==> config.mk <==
export PLATFORM = sky130hd
export DESIGN_NAME = lab_board
export DESIGN_NICKNAME = d
export VERILOG_FILES = /design/src/source/alu_pkg.sv /design/src/source/board_pkg.sv /design/src/source/alu.sv /design/src/source/cla_adder.sv /design/src/source/lab_board.sv /design/src/source/priority_encoder.sv /design/src/source/ring_generator.sv /design/src/source/seg_decoder.sv
export SDC_FILE = /design/constraint.sdc
export NUM_CORES = 1
export LEC_CHECK = 0
export BUFFER_PORTS_ARGS = -buffer_cell sky130_fd_sc_hd__buf_4
export CAP_MARGIN = 10
export CELL_PAD_IN_SITES_DETAIL_PLACEMENT = 1
export CELL_PAD_IN_SITES_GLOBAL_PLACEMENT = 2
export CORE_ASPECT_RATIO = 1.2
export CORE_MARGIN = 1
export CORE_UTILIZATION = 28
export CTS_CLUSTER_DIAMETER = 80
export DETAILED_ROUTE_END_ITERATION = 10
export PLACE_DENSITY_LB_ADDON = 0.1
export SYNTH_ARGS = -nofsm -noshare
export SYNTH_HDL_FRONTEND = slang
export SYNTH_HIERARCHICAL = 1
export SYNTH_SLANG_ARGS = --single-unit
==> constraint.sdc <==
create_clock -name btn -period 3.8 [get_ports btn]
set_input_delay 0.38 -clock btn [delete_from_list [all_inputs] [get_ports btn]]
set_output_delay 0.38 -clock btn [all_outputs]
set_load 0.05 [all_outputs]
==> src/source/alu_pkg.sv <==
`default_nettype none

package alu_pkg;

    localparam int operand_width = 4;

    typedef logic [operand_width-1:0] operand_t;

    // Opcode as it comes from sw[10:8].
    typedef enum logic [2:0] {
        op_add = 3'd0,
        op_sub = 3'd1,
        op_not = 3'd2,
        op_and = 3'd3,
        op_or  = 3'd4,
        op_xor = 3'd5,
        op_lt  = 3'd6,
        op_eq  = 3'd7
    } alu_op_e;

    typedef struct packed {
        logic zero;
        logic overflow; // Signed overflow, add and sub only.
        logic carry;    // Adder carry-out, add and sub only.
    } alu_flags_t;

endpackage

`default_nettype wire

==> src/source/board_pkg.sv <==
`default_nettype none

package board_pkg;

    localparam int num_digits = 8; // Seven-segment digits on the board.

    typedef logic [15:0] sw_t;
    typedef logic [15:0] led_t;
    typedef logic [3:0] nibble_t;
    typedef logic [7:0] ring_t;

    // Active low. Segments a to g sit in bits 0 to 6, the dot in bit 7.
    typedef logic [7:0] seg_t;

    localparam seg_t seg_blank = 8'hff; // Every segment dark.

    // Taken from sw[15:14].
    typedef enum logic [1:0] {
        mode_alu     = 2'd0,
        mode_adder   = 2'd1,
        mode_encoder = 2'd2,
        mode_ring    = 2'd3
    } mode_e;

    // What a digit shows.
    typedef enum logic [1:0] {
        glyph_hex   = 2'd0,
        glyph_minus = 2'd1,
        glyph_blank = 2'd2
    } glyph_e;

endpackage

`default_nettype wire

==> src/source/alu.sv <==
`default_nettype none

module alu (
    input  alu_pkg::operand_t   a,
    input  alu_pkg::operand_t   b,
    input  alu_pkg::alu_op_e    op,
    output alu_pkg::operand_t   result,
    output alu_pkg::alu_flags_t flags
);

    logic              is_sub;
    logic              is_arith;
    alu_pkg::operand_t add_b;
    alu_pkg::operand_t add_sum;
    logic              add_cout;
    logic              add_ovf;

    assign is_sub   = (op == alu_pkg::op_sub);
    assign is_arith = (op == alu_pkg::op_add) || is_sub;

    // Subtraction is a + ~b + 1, so the same adder serves both.
    assign add_b = is_sub ? ~b : b;

    cla_adder u_adder (
        .ina  (a),
        .inb  (add_b),
        .cin  (is_sub),
        .sum  (add_sum),
        .cout (add_cout),
        .pg   (),
        .gg   ()
    );

    // Operands agree in sign but the sum does not.
    assign add_ovf = (a[3] == add_b[3]) && (add_sum[3] != a[3]);

    always_comb begin
        result = '0;
        case (op)
            alu_pkg::op_add,
            alu_pkg::op_sub: result = add_sum;
            alu_pkg::op_not: result = ~a;
            alu_pkg::op_and: result = a & b;
            alu_pkg::op_or:  result = a | b;
            alu_pkg::op_xor: result = a ^ b;
            alu_pkg::op_lt:  result = {3'b000, $signed(a) < $signed(b)};
            alu_pkg::op_eq:  result = {3'b000, a == b};
            default:         result = '0;
        endcase
    end

    assign flags.zero     = (result == '0);
    assign flags.overflow = is_arith & add_ovf;
    assign flags.carry    = is_arith & add_cout; // On sub a 1 means no borrow.

endmodule

`default_nettype wire

==> src/source/cla_adder.sv <==
`default_nettype none

module cla_adder (
    input  alu_pkg::operand_t ina,
    input  alu_pkg::operand_t inb,
    input  logic              cin,
    output alu_pkg::operand_t sum,
    output logic              cout,
    output logic              pg,
    output logic              gg
);

    alu_pkg::operand_t g;
    alu_pkg::operand_t p;
    logic [3:1]        c;

    assign g = ina & inb;
    assign p = ina ^ inb;

    // Each carry is flattened so that no stage waits on the one below.
    assign c[1] = g[0] | (p[0] & cin);
    assign c[2] = g[1] | (p[1] & g[0]) | (p[1] & p[0] & cin);
    assign c[3] = g[2] | (p[2] & g[1]) | (p[2] & p[1] & g[0])
                | (p[2] & p[1] & p[0] & cin);

    // Group terms let a wider adder chain several of these blocks.
    assign pg = &p;
    assign gg = g[3] | (p[3] & g[2]) | (p[3] & p[2] & g[1])
              | (p[3] & p[2] & p[1] & g[0]);

    assign cout = gg | (pg & cin);
    assign sum  = p ^ {c[3:1], cin};

endmodule

`default_nettype wire

==> src/source/lab_board.sv <==
`default_nettype none

module lab_board (
    input  logic                                         btn,
    input  logic                                         rst_n,
    input  board_pkg::sw_t                               sw,
    output board_pkg::led_t                              ledr,
    output board_pkg::seg_t [board_pkg::num_digits-1:0]  seg
);

    board_pkg::sw_t      sw_q;
    board_pkg::mode_e    mode;
    alu_pkg::operand_t   alu_result;
    alu_pkg::alu_flags_t alu_flags;
    alu_pkg::operand_t   add_sum;
    logic                add_cout;
    logic                add_pg;
    logic                add_gg;
    logic [2:0]          enc_code;
    logic                enc_valid;
    board_pkg::ring_t    ring_value;
    board_pkg::led_t     led_next;
    board_pkg::nibble_t  digit0;
    board_pkg::nibble_t  digit1;
    board_pkg::glyph_e   glyph0;
    board_pkg::glyph_e   glyph1;
    board_pkg::seg_t     seg0_next;
    board_pkg::seg_t     seg1_next;
    board_pkg::seg_t     seg0_q;
    board_pkg::seg_t     seg1_q;

    // Switches are sampled once so every block sees the same value.
    always_ff @(posedge btn) begin
        if (!rst_n) begin
            sw_q <= '0;
        end else begin
            sw_q <= sw;
        end
    end

    assign mode = board_pkg::mode_e'(sw_q[15:14]);

    alu u_alu (
        .a      (sw_q[3:0]),
        .b      (sw_q[7:4]),
        .op     (alu_pkg::alu_op_e'(sw_q[10:8])),
        .result (alu_result),
        .flags  (alu_flags)
    );

    cla_adder u_adder (
        .ina  (sw_q[3:0]),
        .inb  (sw_q[7:4]),
        .cin  (sw_q[8]),
        .sum  (add_sum),
        .cout (add_cout),
        .pg   (add_pg),
        .gg   (add_gg)
    );

    priority_encoder u_encoder (
        .src   (sw_q[7:0]),
        .en    (sw_q[8]),
        .code  (enc_code),
        .valid (enc_valid)
    );

    // The ring only moves while it is on display.
    ring_generator u_ring (
        .btn     (btn),
        .rst_n   (rst_n),
        .advance (mode == board_pkg::mode_ring),
        .value   (ring_value)
    );

    always_comb begin
        led_next = '0;
        digit0   = '0;
        digit1   = '0;
        glyph0   = board_pkg::glyph_blank;
        glyph1   = board_pkg::glyph_blank;
        case (mode)
            board_pkg::mode_alu: begin
                led_next[6:0] = {alu_flags.carry, alu_flags.overflow, alu_flags.zero,
                                 alu_result};
                digit0 = alu_result;
                glyph0 = board_pkg::glyph_hex;
                glyph1 = alu_result[3] ? board_pkg::glyph_minus : board_pkg::glyph_blank;
            end
            board_pkg::mode_adder: begin
                led_next[6:0] = {add_gg, add_pg, add_cout, add_sum};
                digit0 = add_sum;
                glyph0 = board_pkg::glyph_hex;
                digit1 = 4'h1; // Shows the carry as a leading 1.
                glyph1 = add_cout ? board_pkg::glyph_hex : board_pkg::glyph_blank;
            end
            board_pkg::mode_encoder: begin
                led_next[2:0] = enc_code;
                led_next[4]   = enc_valid;
                digit0 = {1'b0, enc_code};
                glyph0 = enc_valid ? board_pkg::glyph_hex : board_pkg::glyph_blank;
            end
            default: begin
                led_next[7:0] = ring_value;
                digit0 = ring_value[3:0];
                digit1 = ring_value[7:4];
                glyph0 = board_pkg::glyph_hex;
                glyph1 = board_pkg::glyph_hex;
            end
        endcase
    end

    seg_decoder u_seg0 (
        .digit (digit0),
        .glyph (glyph0),
        .led   (seg0_next)
    );

    seg_decoder u_seg1 (
        .digit (digit1),
        .glyph (glyph1),
        .led   (seg1_next)
    );

    always_ff @(posedge btn) begin
        if (!rst_n) begin
            ledr   <= '0;
            seg0_q <= board_pkg::seg_blank;
            seg1_q <= board_pkg::seg_blank;
        end else begin
            ledr   <= led_next;
            seg0_q <= seg0_next;
            seg1_q <= seg1_next;
        end
    end

    always_comb begin
        for (int i = 2; i < board_pkg::num_digits; i++) begin
            seg[i] = board_pkg::seg_blank; // Upper digits are never used.
        end
        seg[0] = seg0_q;
        seg[1] = seg1_q;
    end

endmodule

`default_nettype wire

==> src/source/priority_encoder.sv <==
`default_nettype none

module priority_encoder (
    input  logic [7:0] src,
    input  logic       en,
    output logic [2:0] code,
    output logic       valid
);

    always_comb begin
        code  = 3'd0;
        valid = 1'b0;
        if (en) begin
            // Walk upwards so the highest set bit is the last to win.
            for (int i = 0; i < 8; i++) begin
                if (src[i]) begin
                    code  = 3'(i);
                    valid = 1'b1;
                end
            end
        end
    end

endmodule

`default_nettype wire

==> src/source/ring_generator.sv <==
`default_nettype none

module ring_generator (
    input  logic             btn,
    input  logic             rst_n,
    input  logic             advance,
    output board_pkg::ring_t value
);

    typedef enum logic {
        ring_empty,
        ring_running
    } ring_state_e;

    ring_state_e state;

    // A zero ring would rotate forever as zero, so the first step seeds it.
    always_ff @(posedge btn) begin
        if (!rst_n) begin
            state <= ring_empty;
            value <= '0;
        end else if (advance) begin
            case (state)
                ring_empty: begin
                    value <= 8'h01;
                    state <= ring_running;
                end
                default: begin
                    value <= {value[0], value[7:1]}; // Rotate right.
                end
            endcase
        end
    end

endmodule

`default_nettype wire

==> src/source/seg_decoder.sv <==
`default_nettype none

module seg_decoder (
    input  board_pkg::nibble_t digit,
    input  board_pkg::glyph_e  glyph,
    output board_pkg::seg_t    led
);

    board_pkg::seg_t hex_led;

    // Patterns are active low with the dot left dark.
    always_comb begin
        case (digit)
            4'h0: hex_led = 8'hc0;
            4'h1: hex_led = 8'hf9;
            4'h2: hex_led = 8'ha4;
            4'h3: hex_led = 8'hb0;
            4'h4: hex_led = 8'h99;
            4'h5: hex_led = 8'h92;
            4'h6: hex_led = 8'h82;
            4'h7: hex_led = 8'hf8;
            4'h8: hex_led = 8'h80;
            4'h9: hex_led = 8'h90;
            4'ha: hex_led = 8'h88;
            4'hb: hex_led = 8'h83; // Lower case, to tell it from 8.
            4'hc: hex_led = 8'hc6;
            4'hd: hex_led = 8'ha1; // Lower case, to tell it from 0.
            4'he: hex_led = 8'h86;
            default: hex_led = 8'h8e;
        endcase
    end

    always_comb begin
        case (glyph)
            board_pkg::glyph_hex:   led = hex_led;
            board_pkg::glyph_minus: led = 8'hbf; // Segment g alone.
            default:                led = board_pkg::seg_blank;
        endcase
    end

endmodule

`default_nettype wire

==> results.md, run 1 <==
* Core Area at 12,300 µm²
* Die width at 105 µm
* Syn Area/Cell at 8.91 µm²
* Grt ovf at 0
* TritonRoute pass-1 iters at 6
* Worst path max stage delay at 590 ps
* Synth warn at 6
* Number of antenna diodes at 0
* Crit path kind: register to register
* ANT nets after route at 0
* Final core utilization at 33.1%
* Clock period minus worst slack at 3500 ps
* CP max stage cell: mux4_2
* Fin. max-slew vios at 0
* IO Count at 98
* Worst min-delay path startpoint: sw[4]
* Clock-pin transition on the worst setup and hold timing paths at 70 ps
* Nets at 508
* Die area at 13,300 µm²
* Number of core rows at 44
* Max-slew headroom at 38.4%
* Slew at the pin with the worst max-slew slack at 916 ps
* Crit path DAT at 3680 ps
* Sink Count at 46
* VDD IR max at 142 µV
* Via density at 4.38
* DRT iter0 DRCs at 90
* Reg2Reg Depth at 14
* Max-Cap Viols at 0
* GRT Total Usage at 13.7%
* Clk buf depth at 2
* Most frequent cell on the critical path: inv_1
* Vias in the first global route at 2,718
* Unrepaired setup endpoints after global routing: false
* Fmax at 286 MHz
* CP required at 3980 ps
* WHS Path Cells at 2
* Worst min path class: input port to register
* Most common cell after layout, fill and taps aside: buf_4
* Detailed-route via count at 2,697
* Most frequent cells in the layout: buf_4 (62), conb_1 (61), dfxtp_1 (46), ha_1 (34), inv_1 (31)
* Initial antenna violation count at 0
* DP HPWL at 6460 µm
* CTS root buffer: clkbuf_16
* Post-route cell area at 4060 µm²
* Cts-stage hold buffer count at 0
* DRC viols at 0
* Setup TNS Final at 0 ps
* Status: complete, no violations
* Layout cell share with drive strength beyond 1 at 20.4%
* Crit Path Max Fanout at 7
* H-tree Lvls at 2
* R2r startpoint: sw_q[10]
* TritonCTS clock tree: built
* Critical Path End Type: register
* Initial Utilization at 29.3%
* Worst-Skew Late Latency at 300 ps
* Synth Instances at 403
* Pin count of the biggest net entering global routing at 54
* GP Congestion at 0.744
* Area grow syn2layout at 13.0%
* Cell area after synthesis at 3590 µm²
* Worst setup SP type: register
* DIE HEIGHT at 126 µm
* Placed cell area at 3890 µm²
* Fin. Hold Viols at 0
* WL per Instance at 13.9 µm
* Fillers at 1,485
* Worst-case clock skew at 5.86 ps
* Pleak at 1.82 nW
* First-pass GRT wire length at 14,100 µm
* Footprint of the multi-input gates at 2210 µm²
* Buffers added on ports at 38
* CP cell instances: nor3_4 > xnor2_1 > inv_1 > fa_1 > inv_1 > nor2b_1 > a311oi_2 > a41oi_1 > mux4_2 > ha_1 > or2b_1 > o22ai_1 > o21ai_1 > nand2b_1
* Setup crit start: sw_q[10]
* Final setup fails at 0
* Tcrit/Tclk final at 92.1%
* Pwr Density at 387 nW/µm²
* Routed WL at 8570 µm
* Register area at 921 µm²
* TritonCTS Buffers at 5
cell type report:
class / instances / share of cell area [%]
inverter: 32 / 2.96
sequential: 46 / 22.7
clock inverter: 3 / 0.524
clock buffer: 5 / 3.08
tap: 161 / 4.96
multi-input combinational: 307 / 54.3
timing repair buffer: 62 / 11.5
registers in the layout (all words and copies together), names as in the netlist:
| register | flops |
|---|---|
| seg1_q | 8 |
| sw_q | 13 |
| u_ring/state | 1 |
| u_ring/value | 8 |
| ledr | 8 |
| seg0_q | 8 |
routing by layer:
layer	routed length (µm)	part of all wire, %	up-vias	global-route usage (%)
met5	0	0	-	0
met4	150	1.8	0	5.97
met3	261	3.0	8	2.43
met2	4090	48	60	23.1
met1	4070	47	1294	17.1
li1	-	-	1335	-
worst paths after layout:
kind / end / slack, ps
max reg2reg: seg0_q[0] / 300
max: seg0_q[0] / 300
min: sw_q[4] / 290
min reg2reg: u_ring/value[2] / 480
critical path: cells and delay by family, from the launching register on:
kind | cells | cell delay (ps)
buf+inv | 2 | 130
simple gates | 4 | 740
mux | 1 | 590
flops | 1 | 350
compound gates | 4 | 640
xor+xnor | 1 | 170
fa+ha+maj | 2 | 760
through the flow:
step	setup WS, ps	std cells	power [W]	hold WS (ps)
4_1_cts	148	615	0.00160	271
3_5_place_dp	176	607	0.00113	469
3_3_place_gp	208	607	0.00113	465
2_1_floorplan	172	460	0.00104	438
6_report	300	616	0.00157	285
5_1_grt	43.9	616	0.00167	279
power by group:
part	internal [W]	total [W]	switching, W	leakage (nW)
logic	0.000199	0.000595	0.000396	1.37
registers	0.000513	0.000530	0.0000169	0.379
clock network	0.000244	0.000448	0.000204	0.0698
total	0.000956	0.00157	0.000616	1.82
repair_timing:
item | in CTS | in global routing
endpoints found under the setup margin | 0 | 13
resized for setup | 0 | 4
buffers inserted | 0 | 1
(Power assumes the default switching activity.)
==> run 2, diff against run 1 <==
- REMOVE_ABC_BUFFERS: not set -> 1
==> run 2 against run 1 <==
Clock skew barely moved. Via count is 1.8% lower. Hold slack gained 10 ps. Utilization is 0.35 points lower. Routed wire length is 4.9% lower. Sequential power rose by 2%. Highest routed layer unchanged. Clock-buffer cell count is 1 higher. Sequential cell count did not move. Critical path type unchanged. Cell count decreased by 1.3%. Clock power is 5.4% lower. Combinational power is 2% lower. Worst setup slack worse by 28 ps.
==> results.md, run 2 (synthesized netlist as in run 1, its figures left out) <==
* Fin. Hold Viols at 0 (unchanged)
* Max-Cap Viols at 0 (unchanged)
* Area grow syn2layout at 11.8%
* Max FFs per register at 13 (unchanged)
* Detailed-route via count at 2,649 (-1.8%)
* Crit Path Max Fanout at 7 (unchanged)
* DRC viols at 0 (unchanged)
* Most common cell after layout, fill and taps aside: conb_1
* Most frequent cells in the layout: conb_1 (61), buf_4 (54), dfxtp_1 (46), ha_1 (34), inv_1 (31)
* Via density at 4.36 (-0.49%)
* Number of antenna diodes at 0 (unchanged)
* Max-slew headroom at 50.0% (+12 points)
* ANT nets after route at 0 (unchanged)
* Clock period minus worst slack at 3530 ps (+28.2 ps)
* Hold endpoint: sw_q[1]
* Initial antenna violation count at 0 (unchanged)
* Routed WL at 8150 µm (-4.9%)
* R2r startpoint: sw_q[8]
* Initial Utilization at 29.3% (unchanged)
* H-tree Lvls at 2 (unchanged)
* Cts-stage hold buffer count at 0 (unchanged)
* Die area at 13,300 µm² (unchanged)
* R2R setup slack at 270 ps (-30 ps)
* Footprint of the multi-input gates at 2210 µm² (+0.34%)
* Worst min path class: input port to register
* Crit path kind: register to register
* Pwr Density at 385 nW/µm² (-0.67%)
* Sink Count at 46 (unchanged)
* Worst-case clock skew at 6.19 ps (+0.335 ps)
* GP Congestion at 0.796 (+6.9%)
* TritonRoute pass-1 iters at 4 (-2)
* Reg2Reg Depth at 15 (+1)
* Buffers added on ports at 38 (unchanged)
* Register area at 921 µm² (unchanged)
* CP required at 3960 ps (-20 ps)
* Setup crit start: sw_q[8]
* Fin. max-slew vios at 0 (unchanged)
* Fmax at 283 MHz (-0.80%)
* DIE HEIGHT at 126 µm (unchanged)
* Final core utilization at 32.7% (-0.35 points)
* Critical Path End Type: register
* WHS Path Cells at 2 (unchanged)
* Vias in the first global route at 2,758 (+1.5%)
* Final setup fails at 0 (unchanged)
* Worst min-delay path startpoint: sw[1]
* First-pass GRT wire length at 13,700 µm (-2.8%)
* CTS root buffer: clkbuf_16
* Biggest register: sw_q
* Die width at 105 µm (unchanged)
* Layout cell share with drive strength beyond 1 at 19.0% (-1.4 points)
* DRT iter0 DRCs at 56 (-38%)
* Pleak at 1.78 nW (-2.1%)
* GRT Total Usage at 12.9% (-0.78 points)
* Status: complete, no violations
* Fillers at 1,472 (-0.88%)
* Reg-to-reg endpoint: seg0_q[1]
* VDD IR max at 162 µV (+14%)
* TritonCTS Buffers at 5 (unchanged)
* Final hold slack at 295 ps (+10.1 ps)
* Clk buf depth at 2 (unchanged)
* Nets at 501 (-1.4%)
* Slew at the pin with the worst max-slew slack at 749 ps (-167 ps)
* Grt ovf at 0 (unchanged)
* Crit path DAT at 3690 ps (about the same)
* Pin count of the biggest net entering global routing at 54 (unchanged)
* Unrepaired setup endpoints after global routing: false
* DP HPWL at 6170 µm (-4.4%)
* Number of core rows at 44 (unchanged)
* Core Area at 12,300 µm² (unchanged)
* TritonCTS clock tree: built
* IO Count at 98 (unchanged)
* Worst setup SP type: register
* Tcrit/Tclk final at 92.9% (+0.74 points)
* WL per Instance at 13.4 µm (-3.6%)
* Clock-pin transition on the worst setup and hold timing paths at 60 ps (about the same)
* Worst-Skew Late Latency at 290 ps (about the same)
## run 2: cell count changes in the layout (fill, tap and decap cells not counted)
cell	change
clkinv_2	-1
a41oi_2	+1
buf_4	-8
buf_12	+1
clkbuf_1	+1
a41oi_1	-1
clkinv_4	-1
## run 2: metrics by stage
stage          TNS, ps  instance area, µm²  power (W)  worst slack, ps  instances
2_1_floorplan     -307                3230   0.000970             -139        385
3_3_place_gp         0                3830    0.00112              111        598
3_5_place_dp         0                3830    0.00113             63.1        598
4_1_cts              0                3970    0.00156             33.4        605
5_1_grt              0                4020    0.00164             19.7        608
6_report             0                4020    0.00155              271        608
## run 2: worst max-delay path by stage
stage | to | slack, ps
after floorplan | seg0_q[0] | -140
after global placement | seg0_q[0] | 110
after detailed placement | seg0_q[0] | 60
after CTS | seg0_q[0] | 30
after global routing | seg0_q[0] | 20
final | seg0_q[1] | 270
## run 2: worst max-delay path, stage by stage (launching register included)
cell	delay (ps)
dfxtp_1	340
inv_2	90
nor3_4	220
buf_4	200
xnor2_1	130
ha_1	300
buf_4	160
xnor2_1	130
a221o_1	380
mux4_2	550
inv_1	160
ha_1	240
nor2b_1	140
o21ai_1	120
nand3_1	80
nand2b_1	160
## run 2: repair_timing
item	in CTS	in global routing
endpoints found under the setup margin	0	13
resized for setup	0	5
buffers inserted	0	3
## run 2: per-layer routing
metal  vias to the layer above  global-route usage [%]  routed length [µm]
met4                         0                    3.98                 104
met1                      1259                    15.6                3590
met3                         5                    1.92                 306
met2                        65                    23.4                4150
li1                       1320                       -                   -
met5                         -                       0                   0
## run 2: layout make-up
class	count	area share, %
Tap cell	161	5.01
Sequential cell	46	22.9
Multi-Input combinational cell	307	55.1
Clock buffer	6	3.21
Inverter	32	2.99
Clock inverter	1	0.187
Timing Repair Buffer	55	10.6
## run 2: power breakdown
| part | leakage, nW | switching, W | total (W) | internal [W] |
|---|---|---|---|---|
| logic | 1.34 | 0.000383 | 0.000583 | 0.000200 |
| registers | 0.379 | 0.0000248 | 0.000538 | 0.000514 |
| clock network | 0.0629 | 0.000184 | 0.000424 | 0.000241 |
==> run 3, diff against run 2 <==
==> constraint.sdc (replaced) <==
create_clock -name btn -period 3.8 [get_ports btn]
set_input_delay 0.19 -clock btn [delete_from_list [all_inputs] [get_ports btn]]
set_output_delay 0.19 -clock btn [all_outputs]
set_load 0.05 [all_outputs]
==> run 3 against run 2 <==
Largest power group unchanged. Critical endpoint unchanged. Sequential cell count unchanged. Hold slack worse by 190 ps. First-iteration DRC count up 43%. Power up 1.4%. Highest routed layer unchanged.
==> results.md, run 3 (synthesized netlist as in run 1, its figures left out) <==
* Status: complete, no violations
* Pleak at 1.78 nW (about the same)
* Initial antenna violation count at 0 (unchanged)
* CP cell instances: inv_2 > nor3_4 > buf_4 > xnor2_1 > ha_1 > buf_4 > xnor2_1 > a221o_1 > mux4_2 > inv_1 > ha_1 > nor2b_1 > o21ai_1 > nand3_1 > nand2b_1
* Unrepaired setup endpoints after global routing: false
* Max-slew headroom at 53.5% (+3.5 points)
* Final core utilization at 32.7% (unchanged)
* Final setup margin at 268 ps (-2.98 ps)
* GRT Total Usage at 12.8% (-0.17 points)
* Layout cell share with drive strength beyond 1 at 19.1% (+0.043 points)
* Max-Cap Viols at 0 (unchanged)
* Buffers added on ports at 38 (unchanged)
* DRC viols at 0 (unchanged)
* Clock period minus worst slack at 3530 ps (+2.98 ps)
* Die area at 13,300 µm² (unchanged)
* Crit path kind: register to register
* H-tree Lvls at 2 (unchanged)
* ANT nets after route at 0 (unchanged)
* Crit Path Max Fanout at 7 (unchanged)
* Final hold slack at 104 ps (-191 ps)
* GP Congestion at 0.787 (-1.1%)
* Pwr Density at 390 nW/µm² (+1.4%)
* Core Area at 12,300 µm² (unchanged)
* TritonRoute pass-1 iters at 4 (unchanged)
* Number of antenna diodes at 0 (unchanged)
* Final setup fails at 0 (unchanged)
* Tcrit/Tclk final at 92.9% (about the same)
* First-pass GRT wire length at 13,500 µm (-1.3%)
* Most common cell after layout, fill and taps aside: conb_1
* Clk buf depth at 2 (unchanged)
* Vias in the first global route at 2,655 (-3.7%)
* DIE HEIGHT at 126 µm (unchanged)
* Biggest register: sw_q
* Postcts setup bufs at 0 (unchanged)
* TritonCTS Buffers at 5 (unchanged)
* Area grow syn2layout at 11.8% (unchanged)
* Detailed-route via count at 2,635 (-0.53%)
* Pin count of the biggest net entering global routing at 54 (unchanged)
* CP required at 3960 ps (about the same)
* DP HPWL at 6090 µm (-1.3%)
* Fmax at 283 MHz (about the same)
* Worst min path class: input port to register
* Worst setup SP type: register
* CP max stage cell: mux4_2
* Nets at 499 (-0.40%)
* Sink Count at 46 (unchanged)
* Initial Utilization at 29.3% (unchanged)
* Place WS at 86.9 ps (+23.8 ps)
* Grt ovf at 0 (unchanged)
* Fin. Hold Viols at 0 (unchanged)
* Most frequent cells in the layout: conb_1 (61), buf_4 (52), dfxtp_1 (46), ha_1 (34), inv_1 (31)
* Worst-case clock skew at 5.94 ps (-0.255 ps)
* Fin. max-slew vios at 0 (unchanged)
* Cts-stage hold buffer count at 0 (unchanged)
* Via density at 4.34 (-0.36%)
* VDD IR max at 180 µV (+11%)
* DRT iter0 DRCs at 80 (+43%)
* Crit path DAT at 3690 ps (about the same)
* WL per Instance at 13.2 µm (-1.8%)
* Worst-Skew Late Latency at 290 ps (about the same)
* Number of core rows at 44 (unchanged)
* Clock-pin transition on the worst setup and hold timing paths at 70 ps (about the same)
* Slew at the pin with the worst max-slew slack at 697 ps (-51.9 ps)
* IO Count at 98 (unchanged)
* Routed WL at 7990 µm (-2.0%)
* Resize count post-CTS at 0 (unchanged)
* Critical Path End Type: register
* Setup TNS Final at 0 ps (unchanged)
* TritonCTS clock tree: built
* CTS root buffer: clkbuf_16
* Die width at 105 µm (unchanged)
* Max FFs per register at 13 (unchanged)
* Worst path max stage delay at 570 ps (+20 ps)
run 3: cell count changes in the layout (fill, tap and decap cells not counted), sizes merged:
cell    delta
buf        -2
clkinv     +1
run 3: cell type report:
class	instances	area, µm²
Clock buffer	6	139
Clock inverter	2	12.5
Fill cell	1458	8260
Inverter	32	120
Multi-Input combinational cell	307	2210
Sequential cell	46	921
Tap cell	161	201
Timing Repair Buffer	53	410
run 3: final timing paths:
check | start | endpoint | slack, ps | cells past startpoint
max | sw_q[8] | seg0_q[1] | 270 | 15
min | sw[15] | sw_q[15] | 100 | 2
max reg2reg | sw_q[8] | seg0_q[1] | 270 | 15
min reg2reg | u_ring/value[3] | u_ring/value[2] | 480 | 2
run 3: power breakdown:
group          internal [W]  leakage (nW)  switching (W)
Clock              0.000261        0.0729       0.000192
Sequential         0.000513         0.379      0.0000228
Combinational      0.000194          1.33       0.000385
run 3: per-stage QoR:
step	cell area, µm²	cells	total power, W
after floorplan	3230	385	0.000970
after global placement	3840	599	0.00112
after detailed placement	3840	599	0.00113
after CTS	3990	607	0.00159
after global routing	4020	607	0.00167
final	4020	607	0.00157
run 3: critical path, delay by kind of cell (launching register included):
kind	cells	cell delay, ps
AO/OA/AOI/OAI	2	510
AND/OR/NAND/NOR	4	580
XOR/XNOR	2	250
buffers and inverters	4	610
multiplexers	1	570
adder cells (fa/ha/maj)	2	530
flip-flops	1	340
run 3: metal layers:
| metal | GRT usage [%] | routed length (µm) | part of all wire [%] | up-vias |
|---|---|---|---|---|
| met4 | 4.14 | 121 | 1.5 | 0 |
| li1 | - | - | - | 1325 |
| met1 | 16.1 | 3640 | 45 | 1244 |
| met3 | 2.23 | 273 | 3.4 | 7 |
| met5 | 0 | 0 | 0 | - |
| met2 | 21.9 | 3960 | 50 | 59 |
